==> config.mk <==
export PLATFORM = sky130hd
export DESIGN_NAME = rv32_mem_top
export DESIGN_NICKNAME = d
export VERILOG_FILES = /design/src/design/rv32_mem_pkg.sv /design/src/design/rv32_branch_unit.sv /design/src/design/rv32_data_ram.sv /design/src/design/rv32_mem.sv /design/src/design/rv32_mem_top.sv
export SDC_FILE = /design/constraint.sdc
export NUM_CORES = 2
export LEC_CHECK = 0
export CORE_UTILIZATION = 25
export DETAILED_ROUTE_END_ITERATION = 10
export DONT_BUFFER_PORTS = 1
export SLEW_MARGIN = 20
export SYNTH_ARGS = -nofsm -noshare
export SYNTH_HDL_FRONTEND = slang
export SYNTH_SLANG_ARGS = --single-unit
==> constraint.sdc <==
create_clock -name clk -period 6.35 [get_ports clk]
set_input_delay 0.635 -clock clk [delete_from_list [all_inputs] [get_ports clk]]
set_output_delay 0.635 -clock clk [all_outputs]
set_load 0.03 [all_outputs]
==> src/design/rv32_mem_pkg.sv <==
package rv32_mem_pkg;

    // ========================================
    // access width
    // ========================================

    // 2'b11 is not a legal width
    typedef enum logic [1:0] {
        width_word = 2'b00,
        width_half = 2'b01,
        width_byte = 2'b10
    } mem_width_t;

    // ========================================
    // branch condition
    // ========================================

    typedef enum logic [1:0] {
        branch_never   = 2'b00,
        branch_zero    = 2'b01, // taken on result == 0
        branch_nonzero = 2'b10, // taken on result != 0
        branch_always  = 2'b11
    } branch_op_t;

    // ========================================
    // memory word views
    // ========================================

    // lane 0 is the least significant byte (little endian)
    typedef union packed {
        logic [31:0]      word;
        logic [3:0][7:0]  bytes;
        logic [1:0][15:0] halves;
    } mem_word_t;

endpackage

==> src/design/rv32_branch_unit.sv <==
`timescale 1ns/1ns

module rv32_branch_unit (
    input  logic                     predicted_taken,
    input  rv32_mem_pkg::branch_op_t op,
    input  logic [31:0]              result,
    output logic                     mispredicted
);
    import rv32_mem_pkg::*;

    logic result_zero;
    logic actual_taken;

    // execute already did the compare, only a zero test is left
    assign result_zero = (result == 32'd0);

    always_comb begin
        case (op)
            branch_never: begin
                actual_taken = 1'b0;
            end
            branch_zero: begin
                actual_taken = result_zero;
            end
            branch_nonzero: begin
                actual_taken = !result_zero;
            end
            branch_always: begin
                actual_taken = 1'b1;
            end
            default: begin
                actual_taken = 1'b0;
            end
        endcase
    end

    // predicted taken on a non-branch also counts
    assign mispredicted = (actual_taken != predicted_taken);

endmodule

==> src/design/rv32_data_ram.sv <==
`timescale 1ns/1ns

module rv32_data_ram #(
    parameter int ADDR_BITS = 6
) (
    input  logic        clk,
    input  logic        data_read,
    input  logic        data_write,
    input  logic [3:0]  data_mask,
    input  logic [31:0] data_address,
    input  logic [31:0] data_write_value,
    output logic [31:0] data_read_value
);
    import rv32_mem_pkg::*;

    localparam int DEPTH = 1 << ADDR_BITS;

    mem_word_t mem [DEPTH];

    logic [ADDR_BITS-1:0] word_index;
    mem_word_t old_word;
    mem_word_t new_word;
    mem_word_t merged_word;

    // byte offset dropped, upper bits wrap
    assign word_index = data_address[ADDR_BITS+1:2];

    assign old_word        = mem[word_index];
    assign data_read_value = old_word.word; // async read

    assign new_word.word = data_write_value;

    always_comb begin
        merged_word = old_word;
        for (int i = 0; i < 4; i++) begin
            if (data_mask[i]) begin
                merged_word.bytes[i] = new_word.bytes[i];
            end
        end
    end

    always_ff @(posedge clk) begin
        if (data_write) begin
            mem[word_index] <= merged_word;
        end
    end

    // the stage issues at most one access per cycle
    assert property (@(posedge clk) !(data_read && data_write))
        else $error("data ram read and write in the same cycle");

endmodule

==> src/design/rv32_mem.sv <==
`timescale 1ns/1ns

module rv32_mem (
    input  logic                     clk,
    input  logic                     reset,

    // hazard control
    input  logic                     stall,
    input  logic                     flush,

    // from execute
    input  logic                     valid,
    input  logic                     read,
    input  logic                     write,
    input  rv32_mem_pkg::mem_width_t width,
    input  logic                     zero_extend,
    input  rv32_mem_pkg::branch_op_t branch_op,
    input  logic                     branch_predicted_taken,
    input  logic [4:0]               rd,
    input  logic                     rd_write,
    input  logic [31:0]              result,
    input  logic [31:0]              rs2_value,

    // from data ram
    input  logic [31:0]              data_read_value,

    output logic                     branch_mispredicted,

    // to data ram
    output logic                     data_read,
    output logic                     data_write,
    output logic [3:0]               data_mask,
    output logic [31:0]              data_address,
    output logic [31:0]              data_write_value,

    // to write-back
    output logic                     wb_valid,
    output logic [4:0]               wb_rd,
    output logic                     wb_rd_write,
    output logic [31:0]              wb_rd_value
);
    import rv32_mem_pkg::*;

    logic      mispredicted;
    logic [3:0] write_mask;
    mem_word_t store_word;
    mem_word_t load_word;
    logic [15:0] half_lane;
    logic [7:0]  byte_lane;
    logic [31:0] load_value;

    // ========================================
    // branch resolution
    // ========================================

    rv32_branch_unit branch_unit (
        .predicted_taken (branch_predicted_taken),
        .op              (branch_op),
        .result          (result),
        .mispredicted    (mispredicted)
    );

    assign branch_mispredicted = mispredicted && !flush;

    // ========================================
    // store path
    // ========================================

    assign data_address = result;
    assign data_read    = read && valid;
    // one write per instruction, even across a stall
    assign data_write   = write && valid && !flush && !stall;

    always_comb begin
        store_word.word = rs2_value;
        write_mask      = 4'b0000;
        case (width)
            width_word: begin
                write_mask = 4'b1111;
            end
            width_half: begin
                store_word.halves[0] = rs2_value[15:0];
                store_word.halves[1] = rs2_value[15:0];
                write_mask = result[1] ? 4'b1100 : 4'b0011; // bit 0 ignored
            end
            width_byte: begin
                for (int i = 0; i < 4; i++) begin
                    store_word.bytes[i] = rs2_value[7:0];
                end
                write_mask = 4'b0001 << result[1:0];
            end
            default: begin
                write_mask = 4'b0000;
            end
        endcase
    end

    assign data_write_value = store_word.word;
    assign data_mask        = data_write ? write_mask : 4'b0000;

    // ========================================
    // load path
    // ========================================

    assign load_word.word = data_read_value;
    assign half_lane      = load_word.halves[result[1]];
    assign byte_lane      = load_word.bytes[result[1:0]];

    always_comb begin
        case (width)
            width_word: begin
                load_value = load_word.word;
            end
            width_half: begin
                load_value = {{16{!zero_extend && half_lane[15]}}, half_lane};
            end
            width_byte: begin
                load_value = {{24{!zero_extend && byte_lane[7]}}, byte_lane};
            end
            default: begin
                load_value = 32'd0;
            end
        endcase
    end

    // ========================================
    // write-back register
    // ========================================

    always_ff @(posedge clk) begin
        if (reset) begin
            wb_valid    <= 1'b0;
            wb_rd       <= 5'd0;
            wb_rd_write <= 1'b0;
            wb_rd_value <= 32'd0;
        end else if (!stall) begin
            wb_valid    <= valid && !flush;
            wb_rd       <= rd;
            wb_rd_write <= rd_write && !flush; // flushed op must not hit regfile
            wb_rd_value <= read ? load_value : result;
        end
    end

    // ========================================
    // checks
    // ========================================

    // a single op is a load or a store, never both
    assert property (@(posedge clk) disable iff (reset) valid |-> !(read && write))
        else $error("read and write both high");

    assert property (@(posedge clk) disable iff (reset)
        (valid && (read || write)) |-> (width inside {width_word, width_half, width_byte}))
        else $error("illegal access width");

    // a store with no lanes enabled would be silently lost in the ram
    assert property (@(posedge clk) disable iff (reset) data_write |-> (data_mask != 4'b0000))
        else $error("store with empty byte mask");

endmodule

==> src/design/rv32_mem_top.sv <==
`timescale 1ns/1ns

module rv32_mem_top #(
    parameter int ADDR_BITS = 6
) (
    input  logic                     clk,
    input  logic                     reset,

    // hazard control
    input  logic                     stall,
    input  logic                     flush,

    // executed instruction
    input  logic                     valid,
    input  logic                     read,
    input  logic                     write,
    input  rv32_mem_pkg::mem_width_t width,
    input  logic                     zero_extend,
    input  rv32_mem_pkg::branch_op_t branch_op,
    input  logic                     branch_predicted_taken,
    input  logic [4:0]               rd,
    input  logic                     rd_write,
    input  logic [31:0]              result,
    input  logic [31:0]              rs2_value,

    output logic                     branch_mispredicted,

    // write-back
    output logic                     wb_valid,
    output logic [4:0]               wb_rd,
    output logic                     wb_rd_write,
    output logic [31:0]              wb_rd_value
);

    // ========================================
    // data bus between stage and ram
    // ========================================

    logic        data_read;
    logic        data_write;
    logic [3:0]  data_mask;
    logic [31:0] data_address;
    logic [31:0] data_write_value;
    logic [31:0] data_read_value;

    rv32_mem mem_stage (
        .clk                    (clk),
        .reset                  (reset),
        .stall                  (stall),
        .flush                  (flush),
        .valid                  (valid),
        .read                   (read),
        .write                  (write),
        .width                  (width),
        .zero_extend            (zero_extend),
        .branch_op              (branch_op),
        .branch_predicted_taken (branch_predicted_taken),
        .rd                     (rd),
        .rd_write               (rd_write),
        .result                 (result),
        .rs2_value              (rs2_value),
        .data_read_value        (data_read_value),
        .branch_mispredicted    (branch_mispredicted),
        .data_read              (data_read),
        .data_write             (data_write),
        .data_mask              (data_mask),
        .data_address           (data_address),
        .data_write_value       (data_write_value),
        .wb_valid               (wb_valid),
        .wb_rd                  (wb_rd),
        .wb_rd_write            (wb_rd_write),
        .wb_rd_value            (wb_rd_value)
    );

    // ========================================
    // data memory
    // ========================================

    rv32_data_ram #(
        .ADDR_BITS (ADDR_BITS)
    ) data_ram (
        .clk              (clk),
        .data_read        (data_read),
        .data_write       (data_write),
        .data_mask        (data_mask),
        .data_address     (data_address),
        .data_write_value (data_write_value),
        .data_read_value  (data_read_value)
    );

endmodule

# Word-level counts from Yosys, hierarchy flattened

Memory sizes are Yosys's and may differ from the RTL's.
Index checks and enable logic that the tools add are counted.

Magnitude comparators: 2
Equal/unequal tests: 6
Shift-type cells: 1
Muxes and demuxes: 17
Reductions and logical operators: 15

Operators by type and width:

| kind                | count |
|---|---|
| $pmux 32 s3         | 1 |
| $pmux 32 s2         | 1 |
| $mux 8              | 5 |
| $logic_not 32->1    | 1 |
| $mux 16             | 2 |
| $mux 32             | 1 |
| $bmux 8 s2          | 1 |
| $pmux 4 s3          | 1 |
| $logic_and 1x1->1   | 8 |
| $mux 4              | 2 |
| $eq 2x2->1 const B  | 3 |
| $eq 2x1->1 const B  | 2 |
| $logic_not 1->1     | 4 |
| $logic_not 2->1     | 2 |
| $pmux 1 s4          | 1 |
| $shl 1x2->4 const A | 1 |
| $lt 2x3->1 const B  | 1 |
| $lt 1x2->1 const B  | 1 |
| $mux 1              | 2 |
| $ne 1x1->1          | 1 |

Register bits after elaboration: 39
Bits in writable memories: 2048
Bits of input ports: 83
Output and inout port bits: 40
Logic and storage cells: 46
Memories kept: 1

Memories:

| memory       | words | width | read ports | clocked after Yosys merged registers in | write ports | line                | source |
|---|---|---|---|---|---|---|---|
| data_ram.mem | 64    | 32    | 1          | 0                                       | 1           | rv32_data_ram.sv:18 | `mem_word_t mem [DEPTH];` |

# Longest topological paths before layout

An unclocked memory read counts as a cell.

Depth after elaboration: 6
Mapped depth: 16
Mapped depth without buffers: 10

# By module

A second synthesis with hierarchy kept.

Cell total of the unflattened synthesis: 5077
Area total of the unflattened synthesis: 83635.2 sq um

By module, submodules not included:

| module           | instances | cells each | area each (sq um) | sequential area each (sq um) |
|---|---|---|---|---|
| rv32_data_ram    | 1         | 4625       | 80292.0           | 61499.0 |
| rv32_mem         | 1         | 435        | 3231.8            | 780.7 |
| rv32_branch_unit | 1         | 17         | 111.4             | 0.0 |

# Worst setup path after synthesis

OpenSTA, ideal clock, no wires.

Kind: in2reg
From: input port result[2]
To: memory data_ram.mem[0][29] in the netlist's numbering (data pin)
Arrival time: 4870 ps
Data required time: 5648 ps
Setup slack: 778 ps
Stages on the path: 12
Buffers on the path: 6
Path through: buf_6 buf_12 buf_12 nor3_2 buf_2 buf_2 buf_2 a22oi_1 o21ai_0 o2bb2ai_1 nor3_1 o21ai_0

RTL lines:

| item               | line                | source |
|---|---|---|
| start: declaration | rv32_mem_top.sv:23  | `input logic [31:0] result,` |
| end: declaration   | rv32_data_ram.sv:18 |  |

==> impl_metrics.py <==
metrics = {
    "outcome": {
        "status": "complete, but fails checks",
        "failing_checks": "slew limit",
    },
    "final_layout": {
        "n_fill_cell": 31500,
        "area_delta_synth_final_pct": 16.7,
        "layout_cells_excl_fill": 9082,
        "area_of_the_multi_input_gates_mm2": 0.0180,
        "regArea_mm2": 0.0623,
        "fin_nets": 4687,
        "final_layout_size_suffix_gt1_frac": 0.192,
        "postLayoutCoreUtil": 0.294,
    },
    "sta": {
        "whs_ns": 0.0714,
        "post-route-period-util": 0.800,
        "max_clock_freq_ghz": 0.197,
        "timing.final.hold_violations": 0,
        "final-setup-viol-count": 0,
        "tightestPinTransition_ns": 1.92,
        "worst_slew_margin_rel": -0.280,
        "period_minus_slack_ns": 5.08,
        "slew_violations": 134,
        "final.setup_skew_ns": 0.0392,
        "setup_repair_after_global_routing_missed_its_margin": "no",
        "fin_tns_setup_ns": 0,
    },
    "logic_synthesis": {
        "synth_seq_area_share": 0.769,
        "gate_count_post_synth": 4478,
        "yosys.cell_count.top_type": "edfxtp_1",
        "average_cell_area_after_synthesis_um2": 18.1,
        "synth_cell_area_mm2": 0.0810,
        "synth-main-ff-cell": "edfxtp_1",
        "synth_async_sr_flop_share": 0,
        "synthDominantAreaCellType": "edfxtp_1",
        "synth_top_area_share": 0.759,
        "yosysWarningCount": 0,
        "synth_fp_nets": 4565,
        "synth_enable_flop_cells": 2048,
        "synth_top_cells_by_area": "edfxtp_1, mux4_2, mux2i_1",
        "synthTopCellsByCount": "edfxtp_1, a22oi_1, mux2i_1, a221oi_1, nor2_1",
        "synth_seq_cells": 2087,
        "synth_cell_types": 86,
    },
    "setup_path": {
        "kind_of_start_point_of_the_critical_path": "input port",
        "regToRegEndpoint": "data_ram.mem[58][11]$_DFFE_PP_",
        "critical_path.endpoint_type": "flip-flop",
        "setup.worst_path.class": "in -> reg",
        "cp.arrival_ns": 5.63,
        "critPathMaxFanout": 119,
        "worst_reg2reg_startpoint": "data_ram.mem[18][11]$_DFFE_PP_",
        "number_of_cells_on_the_worst_reg_to_reg_path": 8,
        "timing.reg2reg.setup_slack_ns": 2.33,
        "worst_ep_required_time_ns": 6.90,
    },
    "hold_path": {
        "launch_instance_of_the_worst_min_delay_path": "read",
        "min-delay-path-class": "in -> reg",
        "worst_hold_path_endpoint": "mem_stage.wb_rd_value[4]$_SDFFE_PP0N_",
        "holdPathStages": 3,
    },
    "drt": {
        "first_pass_iters": 9,
        "drt_drc_violations_left": 0,
        "route.final.wire_length_mm": 292,
        "drt_first_iter_violations": 8260,
        "dr_wl_met3_mm": 38.9,
        "antenna_violating_nets_post_route": 0,
        "routed_length_per_instance_um": 32.1,
        "routedLengthMet1_mm": 106,
        "vias_per_cell": 5.42,
        "vias": 49200,
        "route.top_layer_used": "met5",
        "met2_wirelength_mm": 128,
    },
    "job": {
        "count_of_max_cap_constraint_violations": 0,
    },
    "floorplanning": {
        "die_x_um": 571,
        "die-height_um": 571,
        "core_mm2": 0.322,
        "floorplan.die_area_mm2": 0.326,
        "std_cell_rows": 208,
        "initial_utilization": 0.252,
        "floorplan.io_pins": 123,
    },
    "global_routing": {
        "antenna_found_initial": 23,
        "global_route_usage_sum": 0.173,
        "grt_start_max_net_pins": 432,
        "wire_length_of_the_first_global_routing_pass_mm": 393,
        "via_count_of_the_first_global_routing_pass": 46100,
        "grt_overflow_total": 0,
    },
    "clock_tree": {
        "cts-root-to-sink-buffers": 3,
        "number_of_buffers_added_by_the_clock_tree_synthesis_step": 195,
        "number_of_clock_sinks": 2087,
        "clock_tree_from_tritoncts": "done",
        "htreeDepth": 4,
        "clk_transition_reported_paths_ns": 0.06,
        "cts_root_buffer": "clkbuf_16",
        "clkLatencyLatePin_ns": 0.87,
        "cts.repair.resized": 0,
    },
    "pwr": {
        "finalPower_w": 0.0296,
        "pwr-share-comb": 0.074,
        "fraction_of_power_spent_switching_nets": 0.231,
        "p_int_w": 0.0227,
        "worst_ir_drop_vdd_v": 0.000335,
        "p_sw_w": 0.00684,
        "p_seq_frac": 0.530,
        "p_leak_nw": 29.0,
        "cellPowerDensity_mw_per_mm2": 313,
        "clockPowerShare": 0.397,
    },
    "placed_design": {
        "placed_cells": 8687,
        "place.detailed.hpwl_mm": 170,
        "port-buffer-count": 0,
        "finalWeightedCongestion": 0.965,
    },
}
## flip-flops by register name (all words and copies together) (netlist names)
signal	cells
data_ram.mem	2048
mem_stage.wb_rd_value	32
mem_stage.wb_rd	5
mem_stage.wb_rd_write	1
mem_stage.wb_valid	1
## layout by cell type, fill, tap and decap left out, drive strengths merged, types with 12 or more instances in the layout
cell         instances
a2111oi             18
a211oi              16
a21oi              118
a221o               60
a221oi             168
a222oi              12
a22o                61
a22oi              253
a31oi               46
and2                14
and3                13
and4                12
and4b               17
buf                221
bufinv              19
clkbuf             239
clkinv              94
dfxtp               39
diode               13
dlygate4sd3         16
edfxtp            2048
inv                 35
mux2               128
mux2i              193
mux4               128
nand2              143
nand2b              19
nand3               23
nand4               21
nor2               159
nor2b               15
nor3                29
nor4                15
o211ai              12
o21ai               94
o22a                14
o22ai               77
o2bb2ai             23
## through the flow
stage / area [um2] / setup WS [ns]
floorplan: 81000 / 0.778
global placement: 87800 / 0.813
detailed placement: 87900 / 1.12
CTS: 94400 / 2.05
global route: 94500 / 1.46
finish: 94500 / 1.27
## timing repair
item,CTS,global route
setup buffers,0,0
endpoints found under the hold margin,39,0
hold buffers,17,0
## per-layer routing
| metal | track usage | up-vias |
|---|---|---|
| met2 | 0.262 | 3923 |
| met4 | 0.0967 | 16 |
| met5 | 0.000441 | - |
| met3 | 0.0545 | 829 |
| li1 | - | 18900 |
| met1 | 0.219 | 25500 |
## area by class of cell
class / count / area share
well taps: 4305 / 0.0570
multi-input cells: 2046 / 0.190
clock inverters: 122 / 0.0120
flip-flops and latches: 2087 / 0.659
inverters: 33 / 0.00139
diodes: 13 / 0.000344
clock buffers: 239 / 0.0549
repair buffers: 237 / 0.0256
## kinds of logic after synthesis
family                     synth area share
xor gates and xnor gates           0.000108
adders and majority gates          0.000618
DFF                                   0.769
AOI/OAI and AO/OA                    0.0964
buffers and inverters                0.0214
and+or+nand+nor                      0.0353
muxes                                0.0773
## power groups by stage
| stage | Combinational (W) | Sequential, W | Clock [W] |
|---|---|---|---|
| final | 0.00218 | 0.0157 | 0.0117 |
| after CTS | 0.00202 | 0.0157 | 0.0118 |
| after floorplan | 0.00109 | 0.0160 | 0 |
| after global placement | 0.00193 | 0.0160 | 0 |
| after detailed placement | 0.00199 | 0.0160 | 0 |
| after global routing | 0.00220 | 0.0157 | 0.0123 |
## worst max-delay path, stage by stage
cell and delay [ns]:
buf_16 0.31, buf_16 0.43, and3b_4 0.48, buf_12 0.26
a22o_1 0.27, a221oi_1 0.22, o221ai_1 0.29, a21oi_1 0.58
nand4b_1 0.64, nand2_1 0.33, o21ai_4 0.27, buf_4 0.38
## worst max-delay path by stage
| stage | from | endpoint | slack, ns | cells after the start |
|---|---|---|---|---|
| 5_1_grt | result[2] | mem_stage.wb_rd_value[4]$_SDFFE_PP0N_ | 1.46 | 11 |
| 3_5_place_dp | result[2] | data_ram.mem[45][13]$_DFFE_PP_ | 1.12 | 10 |
| 3_3_place_gp | result[3] | data_ram.mem[61][23]$_DFFE_PP_ | 0.81 | 7 |
| 4_1_cts | result[3] | mem_stage.wb_rd_value[19]$_SDFFE_PP0N_ | 2.05 | 8 |
| 6_report | result[2] | data_ram.mem[45][13]$_DFFE_PP_ | 1.27 | 12 |
| 2_1_floorplan | result[2] | data_ram.mem[0][29]$_DFFE_PP_ | 0.78 | 12 |
Power figures use the tool's default switching activity.
